===== config.mk =====
export PLATFORM = sky130hd
export DESIGN_NAME = memory_controller
export DESIGN_NICKNAME = d
export VERILOG_FILES = /design/src/source/bus_pkg.sv /design/src/source/arb_pkg.sv /design/src/source/request_arbiter.sv /design/src/source/master_port_mux.sv /design/src/source/memory_controller.sv
export SDC_FILE = /design/constraint.sdc
export NUM_CORES = 1
export LEC_CHECK = 0
export ABC_AREA = 1
export BUFFER_PORTS_ARGS = -buffer_cell sky130_fd_sc_hd__buf_2
export CORE_AREA = 8 8 100 102
export CTS_CLUSTER_SIZE = 24
export DETAILED_ROUTE_END_ITERATION = 7
export DIE_AREA = 0 0 108 110
export GPL_TIMING_DRIVEN = 1
export PLACE_DENSITY = 0.61
export SYNTH_ARGS = -nofsm -noshare
export SYNTH_HDL_FRONTEND = slang
export SYNTH_SLANG_ARGS = --single-unit

===== constraint.sdc =====
create_clock -name CLK -period 2.8 [get_ports CLK]
set_clock_uncertainty 0.1 [all_clocks]
set_input_delay 0 -clock CLK [delete_from_list [all_inputs] [get_ports CLK]]
set_output_delay 0 -clock CLK [all_outputs]
set_load 0.02 [all_outputs]

===== src/source/bus_pkg.sv =====
// widths of the shared memory bus
// address, data and byte-enable sizes
// byte lane width derived from the above
// endianness flag used by the port multiplexer

package bus_pkg;

    // byte address width on both ports and on the bus
    localparam int ADDR_W = 32;

    // one data word, same on ports and bus
    localparam int DATA_W = 32;

    // one enable bit per byte lane
    localparam int BE_W = 4;

    // width of a single byte lane
    localparam int BYTE_W = DATA_W / BE_W;

    // bus side is little endian, core side big endian
    // 1: words and byte enables are reversed between ports and bus
    // 0: everything passes straight through
    localparam logic BUS_LITTLE_ENDIAN = 1'b1;

endpackage


===== src/source/arb_pkg.sv =====
// arbiter FSM state encoding
// port select carried from the arbiter to the bus multiplexer

package arb_pkg;

    // encoding widths
    localparam int STATE_W = 3;
    localparam int SEL_W = 2;

    // instr_data_req: data address phase over the instruction data phase
    // data_instr_req: the other way round
    typedef enum logic [STATE_W-1:0] {
        idle,
        instr_req,
        instr_data_req,
        instr_wait,
        data_req,
        data_instr_req,
        data_wait
    } arb_state_t;

    // owner of the current address phase
    typedef enum logic [SEL_W-1:0] {
        sel_none,
        sel_instr,
        sel_data
    } port_sel_t;

endpackage


===== src/source/request_arbiter.sv =====
// instruction/data request arbiter
// seven-state FSM, data port has priority
// overlaps a second address phase with the running data phase
// aborts instruction fetches withdrawn before bus acceptance

`timescale 1ns/1ps

module request_arbiter (
    input  logic               CLK,
    input  logic               arst_n,
    input  logic               i_ren,
    input  logic               d_ren,
    input  logic               d_wen,
    input  logic               mem_busy,
    output arb_pkg::port_sel_t addr_sel,
    output logic               i_busy,
    output logic               d_busy
);

    arb_pkg::arb_state_t state;
    arb_pkg::arb_state_t next_state;

    // any data access, read or write
    logic d_req;

    assign d_req = d_ren | d_wen;

    // state register
    always_ff @(posedge CLK, negedge arst_n) begin
        if (!arst_n) begin
            state <= arb_pkg::idle;
        end else begin
            state <= next_state;
        end
    end

    // next state
    always_comb begin
        next_state = state;
        case (state)
            arb_pkg::idle: begin
                // data wins a tie
                if (d_req) begin
                    next_state = arb_pkg::data_req;
                end else if (i_ren) begin
                    next_state = arb_pkg::instr_req;
                end
            end

            arb_pkg::instr_req: begin
                // fetch dropped before acceptance, interrupt case
                if (!i_ren) begin
                    next_state = arb_pkg::idle;
                end else if (!mem_busy) begin
                    // fetch address accepted this cycle
                    if (d_req) begin
                        next_state = arb_pkg::instr_data_req;
                    end else begin
                        next_state = arb_pkg::instr_wait;
                    end
                end
            end

            arb_pkg::instr_data_req: begin
                // fetch data phase ends, data address taken in same cycle
                if (!mem_busy) begin
                    next_state = arb_pkg::data_wait;
                end
            end

            arb_pkg::instr_wait: begin
                if (!mem_busy) begin
                    if (d_req) begin
                        next_state = arb_pkg::data_req;
                    end else begin
                        next_state = arb_pkg::idle;
                    end
                end else if (d_req) begin
                    // start the data address phase during the fetch data phase
                    next_state = arb_pkg::instr_data_req;
                end
            end

            arb_pkg::data_req: begin
                if (!mem_busy) begin
                    if (i_ren) begin
                        next_state = arb_pkg::data_instr_req;
                    end else begin
                        next_state = arb_pkg::data_wait;
                    end
                end
            end

            arb_pkg::data_instr_req: begin
                if (!mem_busy) begin
                    // fetch withdrawn, so no address phase went out
                    if (!i_ren) begin
                        next_state = arb_pkg::idle;
                    end else begin
                        next_state = arb_pkg::instr_wait;
                    end
                end
            end

            arb_pkg::data_wait: begin
                if (!mem_busy) begin
                    if (i_ren) begin
                        next_state = arb_pkg::instr_req;
                    end else begin
                        next_state = arb_pkg::idle;
                    end
                end else if (i_ren) begin
                    next_state = arb_pkg::data_instr_req;
                end
            end

            default: begin
                next_state = arb_pkg::idle;
            end
        endcase
    end

    // address phase owner and port busy
    // only the port in its data phase sees mem_busy
    always_comb begin
        addr_sel = arb_pkg::sel_none;
        i_busy   = 1'b1;
        d_busy   = 1'b1;
        case (state)
            arb_pkg::instr_req: begin
                addr_sel = arb_pkg::sel_instr;
            end
            arb_pkg::instr_data_req: begin
                addr_sel = arb_pkg::sel_data;
                i_busy   = mem_busy;
            end
            arb_pkg::instr_wait: begin
                i_busy = mem_busy;
            end
            arb_pkg::data_req: begin
                addr_sel = arb_pkg::sel_data;
            end
            arb_pkg::data_instr_req: begin
                addr_sel = arb_pkg::sel_instr;
                d_busy   = mem_busy;
            end
            arb_pkg::data_wait: begin
                d_busy = mem_busy;
            end
            default: begin
                addr_sel = arb_pkg::sel_none;
            end
        endcase
    end

endmodule


===== src/source/master_port_mux.sv =====
// bus multiplexer for the instruction and data ports
// steers the selected address phase onto the memory bus
// byte swap of write data, read data and byte enables

`timescale 1ns/1ps

module master_port_mux (
    input  arb_pkg::port_sel_t          addr_sel,
    input  logic                        i_ren,
    input  logic [bus_pkg::ADDR_W-1:0]  i_addr,
    input  logic                        d_ren,
    input  logic                        d_wen,
    input  logic [bus_pkg::ADDR_W-1:0]  d_addr,
    input  logic [bus_pkg::DATA_W-1:0]  d_wdata,
    input  logic [bus_pkg::BE_W-1:0]    d_byte_en,
    input  logic [bus_pkg::DATA_W-1:0]  mem_rdata,
    output logic                        mem_ren,
    output logic                        mem_wen,
    output logic [bus_pkg::ADDR_W-1:0]  mem_addr,
    output logic [bus_pkg::DATA_W-1:0]  mem_wdata,
    output logic [bus_pkg::BE_W-1:0]    mem_byte_en,
    output logic [bus_pkg::DATA_W-1:0]  i_rdata,
    output logic [bus_pkg::DATA_W-1:0]  d_rdata
);

    // core side values after the endian stage
    logic [bus_pkg::DATA_W-1:0] bus_wdata;
    logic [bus_pkg::DATA_W-1:0] core_rdata;
    logic [bus_pkg::BE_W-1:0]   bus_be;

    // byte lane b takes lane BE_W-1-b
    function automatic logic [bus_pkg::DATA_W-1:0] swap_bytes(
        input logic [bus_pkg::DATA_W-1:0] word
    );
        logic [bus_pkg::DATA_W-1:0] swapped;
        for (int b = 0; b < bus_pkg::BE_W; b++) begin
            swapped[b*bus_pkg::BYTE_W +: bus_pkg::BYTE_W] =
                word[(bus_pkg::BE_W-1-b)*bus_pkg::BYTE_W +: bus_pkg::BYTE_W];
        end
        return swapped;
    endfunction

    // enables follow their bytes, so plain bit reversal
    function automatic logic [bus_pkg::BE_W-1:0] swap_enables(
        input logic [bus_pkg::BE_W-1:0] be
    );
        logic [bus_pkg::BE_W-1:0] swapped;
        for (int b = 0; b < bus_pkg::BE_W; b++) begin
            swapped[b] = be[bus_pkg::BE_W-1-b];
        end
        return swapped;
    endfunction

    generate
        if (bus_pkg::BUS_LITTLE_ENDIAN == 1'b1) begin : g_le_bus
            assign bus_wdata  = swap_bytes(d_wdata);
            assign core_rdata = swap_bytes(mem_rdata);
            assign bus_be     = swap_enables(d_byte_en);
        end else begin : g_be_bus
            assign bus_wdata  = d_wdata;
            assign core_rdata = mem_rdata;
            assign bus_be     = d_byte_en;
        end
    endgenerate

    // address phase fields, byte enables travel with the address
    always_comb begin
        mem_ren     = 1'b0;
        mem_wen     = 1'b0;
        mem_addr    = '0;
        mem_byte_en = bus_be;
        case (addr_sel)
            arb_pkg::sel_instr: begin
                // fetches never write and read the full word
                mem_ren     = i_ren;
                mem_addr    = i_addr;
                mem_byte_en = '1;
            end
            arb_pkg::sel_data: begin
                mem_ren  = d_ren;
                mem_wen  = d_wen;
                mem_addr = d_addr;
            end
            default: begin
                mem_ren = 1'b0;
            end
        endcase
    end

    // data port holds wdata through its data phase
    assign mem_wdata = bus_wdata;

    // both ports see the read word, busy says whose it is
    assign i_rdata = core_rdata;
    assign d_rdata = core_rdata;

endmodule


===== src/source/memory_controller.sv =====
// memory controller top level
// instruction fetch port and data load/store port
// arbiter FSM plus bus multiplexer onto one pipelined memory bus

`timescale 1ns/1ps

module memory_controller (
    input  logic                        CLK,
    input  logic                        arst_n,
    // instruction fetch port
    input  logic                        i_ren,
    input  logic [bus_pkg::ADDR_W-1:0]  i_addr,
    output logic [bus_pkg::DATA_W-1:0]  i_rdata,
    output logic                        i_busy,
    // data load/store port
    input  logic                        d_ren,
    input  logic                        d_wen,
    input  logic [bus_pkg::ADDR_W-1:0]  d_addr,
    input  logic [bus_pkg::DATA_W-1:0]  d_wdata,
    input  logic [bus_pkg::BE_W-1:0]    d_byte_en,
    output logic [bus_pkg::DATA_W-1:0]  d_rdata,
    output logic                        d_busy,
    // pipelined memory bus
    output logic                        mem_ren,
    output logic                        mem_wen,
    output logic [bus_pkg::ADDR_W-1:0]  mem_addr,
    output logic [bus_pkg::DATA_W-1:0]  mem_wdata,
    output logic [bus_pkg::BE_W-1:0]    mem_byte_en,
    input  logic [bus_pkg::DATA_W-1:0]  mem_rdata,
    input  logic                        mem_busy
);

    // which port owns the address phase
    arb_pkg::port_sel_t addr_sel;

    // FSM, also owns both busy outputs
    request_arbiter u_arbiter (
        .CLK      (CLK),
        .arst_n   (arst_n),
        .i_ren    (i_ren),
        .d_ren    (d_ren),
        .d_wen    (d_wen),
        .mem_busy (mem_busy),
        .addr_sel (addr_sel),
        .i_busy   (i_busy),
        .d_busy   (d_busy)
    );

    // combinational steering and endian swap
    master_port_mux u_port_mux (
        .addr_sel    (addr_sel),
        .i_ren       (i_ren),
        .i_addr      (i_addr),
        .d_ren       (d_ren),
        .d_wen       (d_wen),
        .d_addr      (d_addr),
        .d_wdata     (d_wdata),
        .d_byte_en   (d_byte_en),
        .mem_rdata   (mem_rdata),
        .mem_ren     (mem_ren),
        .mem_wen     (mem_wen),
        .mem_addr    (mem_addr),
        .mem_wdata   (mem_wdata),
        .mem_byte_en (mem_byte_en),
        .i_rdata     (i_rdata),
        .d_rdata     (d_rdata)
    );

endmodule


# Word level (Yosys, flattened, before mapping)
# Cells that the tools add are included.
dict set report classes {
  n_addsub 0
  n_mul 0
  n_div 0
  n_lt_le_gt_ge 0
  eq_ne 15
  n_shift 0
  mux 24
  bitwise 1
  reduce_logical 6
}
# cell count
set ops {}
lappend ops {{one-hot mux 32 bit (2 select lines)} 1}
lappend ops {{2-to-1 mux 3 bit} 12}
lappend ops {{one-hot mux 3 bit (7 select lines)} 1}
lappend ops {{equality test 3 bit, second input constant} 3}
lappend ops {{OR reduction 2 bit} 4}
lappend ops {{AND reduction 7 bit} 1}
lappend ops {{equality test 3 x 2 -> 1 bit, second input constant} 2}
lappend ops {{inequality test 2 bit, second input constant} 3}
lappend ops {{inequality test 3 x 2 -> 1 bit, second input constant} 2}
lappend ops {{inequality test 3 bit, second input constant} 2}
lappend ops {{2-to-1 mux 1 bit} 5}
lappend ops {{2-to-1 mux 2 bit} 2}
lappend ops {{2-to-1 mux 4 bit} 1}
lappend ops {{one-hot mux 2 bit (2 select lines)} 1}
lappend ops {{equality test 3 x 1 -> 1 bit, second input constant} 1}
lappend ops {{zero test 3 bit} 1}
lappend ops {{equality test 2 x 1 -> 1 bit, second input constant} 1}
lappend ops {{equality test 2 bit, second input constant} 1}
lappend ops {{one-hot mux 1 bit (2 select lines)} 1}
lappend ops {{bitwise OR 1 bit} 1}
dict set report totals {
  reg_bits 3
  latch_bits 0
  mem_bits_rw 0
  mem_bits_ro 0
  input_bits 138
  out_inout_bits 136
  elab_cells 47
  n_memories 0
}

# Logic depth before layout (Yosys ltp)
# Gate-level depths: netlist of run 1.
dict set report depth {
  depth_word 5
  depth_mapped 10
}

# By module
# From an unflattened synthesis of run 1, not the netlist that was laid out.
dict set report unflattened {
  hier_cells 298
  area_unflattened_um2 1881.8
}
# mod n_inst cells_per_inst area_per_inst_um2 seq_area_each_um2
set by_module_without_submodules {}
lappend by_module_without_submodules {master_port_mux 1 217 1452.6 0.0}
lappend by_module_without_submodules {request_arbiter 1 81 429.2 75.1}

# Worst setup path after synthesis of run 1
# Ideal clock, no wire load.
dict set report synth_path {
  kind {reg-to-output}
  startpoint {register u_arbiter.state[1]}
  endpoint {output mem_addr[0] in the netlist's numbering}
  t_arrival_ns 1.703
  slack_ns 0.997
  stages_incl_launch_ff 10
  path_buffers 3
  cell_sequence {dfrtp_1 -> buf_6 -> nor2_4 -> nand2_1 -> o21ai_2 -> ha_1 -> clkbuf_1 -> buf_2 -> nand2_1 -> a21oi_1}
}
dict set report synth_between {
  elab_chain_cells 5
  word_cells_on_any_way 10
  cone_classes {eq/ne: 6; mux: 2; reduce/logical: 2}
}
# item line_no
set synth_rtl {}
lappend synth_rtl {{start, declared} request_arbiter.sv:20} ;# arb_pkg::arb_state_t state;
lappend synth_rtl {{start signal, assigned} request_arbiter.sv:31} ;# state <= arb_pkg::idle;
lappend synth_rtl {{start signal, assigned} request_arbiter.sv:33} ;# state <= next_state;
lappend synth_rtl {{equality test 3 x 1 -> 1 bit, or another cell as far along} request_arbiter.sv:129} ;# case (state)
lappend synth_rtl {{OR reduction 2 bit (no line)} --}
lappend synth_rtl {{one-hot mux 2 bit (2 select lines) (*)} request_arbiter.sv:129}
lappend synth_rtl {{equality test 2 bit / equality test 2 x 1 -> 1 bit (equally long branches)} master_port_mux.sv:72} ;# case (addr_sel)
lappend synth_rtl {{one-hot mux 32 bit (2 select lines) (*)} master_port_mux.sv:72}
lappend synth_rtl {{end, declared} memory_controller.sv:26} ;# output logic [bus_pkg::ADDR_W-1:0] mem_addr,
# Every way passes the cells marked *; elsewhere a longest branch is shown, timed or not.

# Worst setup path in the final report of run 1
dict set report layout_path {
  startpoint {register u_arbiter.state[1]}
  endpoint {output mem_addr[14] in the netlist's numbering}
}
# The elaborated chain is that of the path after synthesis.

==> reports/qor.yml, run 1 <==
drt:
  drc_errors: 0
  first_pass_iters: 4
  route.antenna.remaining_nets: 0
  drt-initial-drc-count: 122
  post_drt_wl_per_cell_um: 15.7
  routed-via-count: 1967
  wirelength_mm: 7.34
  viasPerCell: 4.20
status:
  outcome: "completed"
sta:
  setup_violations: 0
  finalCritPeriodShare: 0.824
  maxSlewHeadroom: 0.638
  hold_ws_ns: 0.0113
  worst_pin_slew_ns: 0.544
  grt_setup_unrepaired: "no"
  finalHoldViolCount: 0
  timing.fmax_mhz: 434
  final.setup.worst_slack_ns: 0.493
  fin_setup_tns_ns: 0
  period_needed_ns: 2.31
  maxSlewViolCount: 0
logic_synthesis:
  synth_area_leader_cell: "buf_4"
  synth_cell_types: 24
  syn_area_um2: 1690
  synth_seq_cells: 3
  synth.area.top_cells: "buf_4 43%, nand2_1 20%, a21oi_1 10%, dfrtp_1 4.4%, nand2_2 2.6%"
  synth.top_cell.area_share: 0.427
  avgSynthCellArea_um2: 5.93
  synth_nets: 425
  ys_seq_area_frac: 0.0444
  synth_warnings: 0
  synthCells: 285
worst_setup_path:
  cp_top_family: "flip-flops"
  crit_chain: "nor2_4, nand2_1, o21ai_2, ha_1, buf_12, a21oi_1, buf_2"
  cp_data_required_time_ns: 2.70
  cp-end-kind: "primary output"
  setup.worst_path.start_class: "flip-flop"
  max_stage_delay_ns: 0.67
  cp.depth: 7
  path_class: "flip-flop to primary output"
  path_max_fanout: 23
  r2r_cells: 7
  arrival_ns: 2.21
  cp_slowest_cell: "dfrtp_1"
  crit_buf_inv: 2
die:
  start_util: 0.200
  ios: 274
  row_count: 34
  core_area_um2: 8470
  die_area_um2: 11900
  die_h_um: 110
  die_w_um: 108
final_layout:
  final_cell_mix: "113 x buf_2, 88 x nand2_1, 65 x dlygate4sd3_1, 34 x a21oi_1, 8 x nor2_1"
  diodes: 0
  area_growth_pct: 37.3
  largest_reg_flops: 3
  nets: 501
  largest_registers: "u_arbiter.state (3)"
  top_register: "u_arbiter.state"
  layout_commonest_cell: "buf_2"
  nFillCells: 927
  drive_above_1_share: 0.400
placement:
  pre_cts_slack_ns: 0.708
  dpl.hpwl_mm: 4.85
  port_buffers: 113
  place.gp.congestion: 0.792
global_routing:
  grt_pass1_vias: 1977
  grt.total_usage: 0.106
  grt_remaining_overflow: 0
  antenna_found_initial: 0
  grt_max_degree: 38
  grt_pass1_wl_mm: 10.4
clocking:
  cts_num_sinks: 3
  clk_pin_slew_worst_paths_ns: 0.03
  postCtsHoldBufs: 65
  cts_buffer_depth: 2
  ctsHtreeMaxLevel: 1
  cts-root-buf: "clkbuf_8"
  cts_resized: 0
  postCtsSetupBuffers: 0
  cts_tree: "built"
  cts_buffers: 3
  clkLatencyLatePin_ns: 0.22
run:
  drv_cap: 0
power:
  p_per_area_nw_per_um2: 861
  vdd_drop_max_v: 0.000274
  cellLeakagePower_nw: 1.16
worst_hold_path:
  hold_class: "input pin to asynchronous set/reset pin"
-- per-stage QoR --
step            util  instance area, µm²  power (mW)  instances
5_1_grt        0.274                2320        2.19        468
3_3_place_gp   0.192                1620        1.68        399
2_1_floorplan      -                1690        1.41        285
6_report       0.274                2320        2.00        468
3_5_place_dp   0.192                1620        1.70        399
4_1_cts        0.274                2320        2.02        468
-- synth_stat cells --
| cell type | number |
|---|---|
| buf_4 | 96 |
| nand2_1 | 88 |
| a21oi_1 | 34 |
| nor2_1 | 8 |
| buf_2 | 7 |
| nand2_2 | 7 |
| inv_1 | 6 |
| clkbuf_1 | 5 |
| nand3_1 | 5 |
| or2_2 | 4 |
| buf_6 | 3 |
| dfrtp_1 | 3 |
| o21ai_2 | 3 |
| ha_1 | 2 |
| inv_2 | 2 |
| nand4_1 | 2 |
| nor2_2 | 2 |
| nor2_4 | 2 |
| inv_6 | 1 |
| nand2_4 | 1 |
| nand3_2 | 1 |
| nor3_2 | 1 |
| o211ai_1 | 1 |
| o21ai_1 | 1 |
-- area by class of cell --
class,count,area [µm²],share of cell area
inverters,9,38.8,0.0167
clock buffers,4,45.0,0.0194
repair buffers,182,1260,0.543
multi-input cells,162,767,0.331
flip-flops and latches,3,75.1,0.0324
well taps,108,135,0.0583
-- kinds of logic (layout without fill, tap and decap cells) --
kind of cell / count (synthesis) / after routing / synth area share
compound gates: 39 / 39 / 0.124
fa+ha+maj: 2 / 2 / 0.0148
buf+inv: 120 / 195 / 0.501
flops: 3 / 3 / 0.0444
simple gates: 121 / 121 / 0.316
-- routing by layer --
metal,up-vias,track usage,share of wire
li1,942,-,-
met1,849,0.112,0.31
met2,164,0.202,0.56
met3,12,0.0302,0.12
met4,0,0.0238,0.015
met5,-,0,0
-- final timing paths --
check	start	to	slack (ns)
min in group CLK	mem_busy	u_arbiter.state[2]	0.05
worst max register to register	u_arbiter.state[2]	u_arbiter.state[1]	1.17
worst min-delay path	arst_n	u_arbiter.state[0]	0.01
worst max-delay path	u_arbiter.state[1]	mem_addr[14]	0.49
max in group asynchronous	arst_n	u_arbiter.state[1]	2.47
worst min register to register	u_arbiter.state[2]	u_arbiter.state[2]	0.63
-- power by group --
group | internal, mW | switching, mW
clock | 0.0973 | 0.0303
combinational | 0.576 | 1.15
sequential | 0.0637 | 0.0839
(Power assumes the default switching activity.)
==> inputs of run 2 (changes only) <==
Settings changed: ABC_AREA 1 to 0, PLACE_DENSITY 0.61 to 0.6.
Clock period 2.8 ns to 1.88 ns, I/O delays scaled along.
==> reports/qor.yml, run 2 <==
clocking:
  clk_pin_slew_worst_paths_ns: 0.03  # about the same
  cts-root-buf: "clkbuf_8"
  clkLatencyLatePin_ns: 0.22  # about the same
  cts_buffers: 3  # unchanged
  cts_buffer_depth: 2  # unchanged
  postCtsSetupBuffers: 0  # unchanged
  cts_tree: "built"
  cts_num_sinks: 3  # unchanged
  ctsHtreeMaxLevel: 1  # unchanged
logic_synthesis:
  synth.area.top_cells: "buf_4 50%, a22oi_1 17%, nor2_1 8.7%, dfrtp_1 5.1%, clkbuf_1 2.6%"
  synth_seq_cells: 3  # unchanged
  syn_area_um2: 1470  # -13%
  synth_cell_types: 28  # +17%
  synthCells: 216  # -24%
  synth.most_common_cell: "buf_4"
  synth.top_cell.area_share: 0.495  # +0.0687
  ys.flop_type: "dfrtp_1"
  synth_edf_count: 0  # unchanged
  avgSynthCellArea_um2: 6.81  # +15%
  ys_seq_area_frac: 0.0511  # +0.00662
  synth_commonest_cells: "97 x buf_4, 34 x nor2_1, 33 x a22oi_1, 10 x clkbuf_1"
  synth_warnings: 0  # unchanged
  async_flop_share: 1.00  # unchanged
  synth_nets: 356  # -16%
  synth_area_leader_cell: "buf_4"
power:
  vdd_drop_max_v: 0.000574  # +110%
  switching_power_mw: 2.22  # +76%
  seqPwrFrac: 0.029  # -0.045
  clock_power_share: 0.047  # -0.017
  p_sw_frac: 0.543  # -0.0879
  cellLeakagePower_nw: 1.13  # -2.9%
  p_comb_frac: 0.923  # +0.061
  p_total_mw: 4.09  # +100%
  p_per_area_nw_per_um2: 1680  # +95%
  intPower_mw: 1.87  # +150%
final_layout:
  largest_registers: "u_arbiter.state (3)"
  final_util: 0.288  # +0.0140
  nets: 441  # -12%
  multi_input_area_um2: 679  # -11%
  final_cells: 409  # -13%
  seq_area_um2: 75.1  # unchanged
  area_growth_pct: 65.9
  drive_above_1_share: 0.507  # +0.107
  final_cell_mix: "81 x buf_2, 65 x dlygate4sd3_1, 34 x nor2_1, 32 x buf_4, 21 x a22oi_1"
  largest_reg_flops: 3  # unchanged
  top_register: "u_arbiter.state"
  nFillCells: 904  # -2.5%
  layout_commonest_cell: "buf_2"
worst_setup_path:
  r2r_slack_ns: 0.39  # -0.78 ns
  cp_data_required_time_ns: 1.78  # -0.92 ns
  path_class: "flip-flop to primary output"
  path_max_fanout: 7  # -70%
  arrival_ns: 1.75  # -0.46 ns
  setup.worst_path.start_class: "flip-flop"
  cp-end-kind: "primary output"
drt:
  wirelength_mm: 7.57  # +3.2%
  drc_errors: 0  # unchanged
  post_drt_wl_per_cell_um: 18.5  # +18%
  drt-initial-drc-count: 60  # -51%
  route.antenna.remaining_nets: 0  # unchanged
  routed-via-count: 1762  # -10%
  first_pass_iters: 4  # unchanged
  viasPerCell: 4.31  # +2.5%
die:
  die_w_um: 108  # unchanged
  die_area_um2: 11900  # unchanged
  row_count: 34  # unchanged
  die_h_um: 110  # unchanged
  start_util: 0.174  # -0.0259
  ios: 274  # unchanged
  core_area_um2: 8470  # unchanged
status:
  outcome: "completed"
sta:
  maxSlewHeadroom: 0.688  # +0.0503
  setup_violations: 0  # unchanged
  fin_setup_tns_ns: 0  # unchanged
  timing.fmax_mhz: 541
  grt_setup_unrepaired: "yes"
  finalCritPeriodShare: 0.983
  period_needed_ns: 1.85
  worst_pin_slew_ns: 0.467  # -0.0771 ns
  maxSlewViolCount: 0  # unchanged
  finalHoldViolCount: 0  # unchanged
  final.setup.worst_slack_ns: 0.0315  # -0.462 ns
placement:
  dpl.cell_count: 336  # -16%
  port_buffers: 113  # unchanged
  dpl.hpwl_mm: 4.70  # -3.1%
  pre_cts_slack_ns: 0.211  # -0.497 ns
  place.gp.congestion: 0.719  # -9.2%
global_routing:
  grt_pass1_vias: 1848  # -6.5%
  grt.total_usage: 0.0989  # -0.00706
  grt_max_degree: 29  # -24%
  grt_pass1_wl_mm: 9.58  # -8.1%
  grt_remaining_overflow: 0  # unchanged
  antenna_found_initial: 1  # +1
run:
  drv_cap: 0  # unchanged
worst_hold_path:
  hold_class: "input pin to asynchronous set/reset pin"
run 2: per-stage QoR:
step,hold slack [ns],area [µm²]
floorplan,-0.396,1470
global placement,-0.302,1460
detailed placement,-0.301,1460
CTS,0.0334,2170
global route,0.0397,2440
finish,0.0217,2440
run 2: timing repair:
action / CTS / global route
endpoints found under the setup margin: 9 / 37
resized for setup: 2 / 65
pin swaps: 0 / 11
hold endpoints to repair: 99 / 0
hold buffers: 65 / 0
cloned: 0 / 3
run 2: worst max-delay path, stage by stage (launching register included):
cell	delay, ns
dfrtp_1	0.38
xor2_1	0.17
and2_4	0.17
inv_2	0.04
ha_4	0.20
clkbuf_16	0.18
a22oi_2	0.15
nor2_1	0.07
buf_4	0.16
run 2: final timing paths:
kind                               startpoint  cells after the start                  to
setup / recovery           u_arbiter.state[2]                      8        mem_addr[27]
max in group asynchronous              arst_n                      2  u_arbiter.state[1]
hold / removal                         arst_n                      2  u_arbiter.state[2]
hold reg to reg            u_arbiter.state[1]                      2  u_arbiter.state[1]
setup reg to reg           u_arbiter.state[0]                      4  u_arbiter.state[1]
min in group CLK                        d_ren                      4  u_arbiter.state[0]
run 2: cell type report:
class,instances,area share
timing repair buffer,190,0.607
multi-input combinational,98,0.279
tap,108,0.0554
sequential,3,0.0308
clock buffer,4,0.0185
inverter,5,0.00872
antenna,1,0.00103
run 2: cell families (layout without fill, tap and decap cells):
family / Yosys count / count (layout) / synth area share
DFF: 3 / 3 / 0.0511
and+or+nand+nor: 52 / 52 / 0.157
adders and majority gates: 3 / 3 / 0.0247
AOI/OAI and AO/OA: 42 / 42 / 0.214
xor gates and xnor gates: 1 / 1 / 0.00596
other: 0 / 1 / 0
buffers and inverters: 115 / 199 / 0.548
run 2: power groups by stage:
stage | Sequential (mW) | Clock, mW | Combinational (mW)
2_1_floorplan | 0.112 | 0 | 2.10
3_3_place_gp | 0.115 | 0 | 2.68
3_5_place_dp | 0.118 | 0 | 2.72
4_1_cts | 0.117 | 0.196 | 3.03
5_1_grt | 0.125 | 0.209 | 4.03
6_report | 0.119 | 0.194 | 3.78
run 2: per-layer routing:
metal  track usage  up-vias  share of wire
met5             0        -              0
met4        0.0208        0          0.015
met3        0.0407        6           0.13
met2         0.194      162           0.55
met1        0.0933      798           0.31
li1              -      796              -
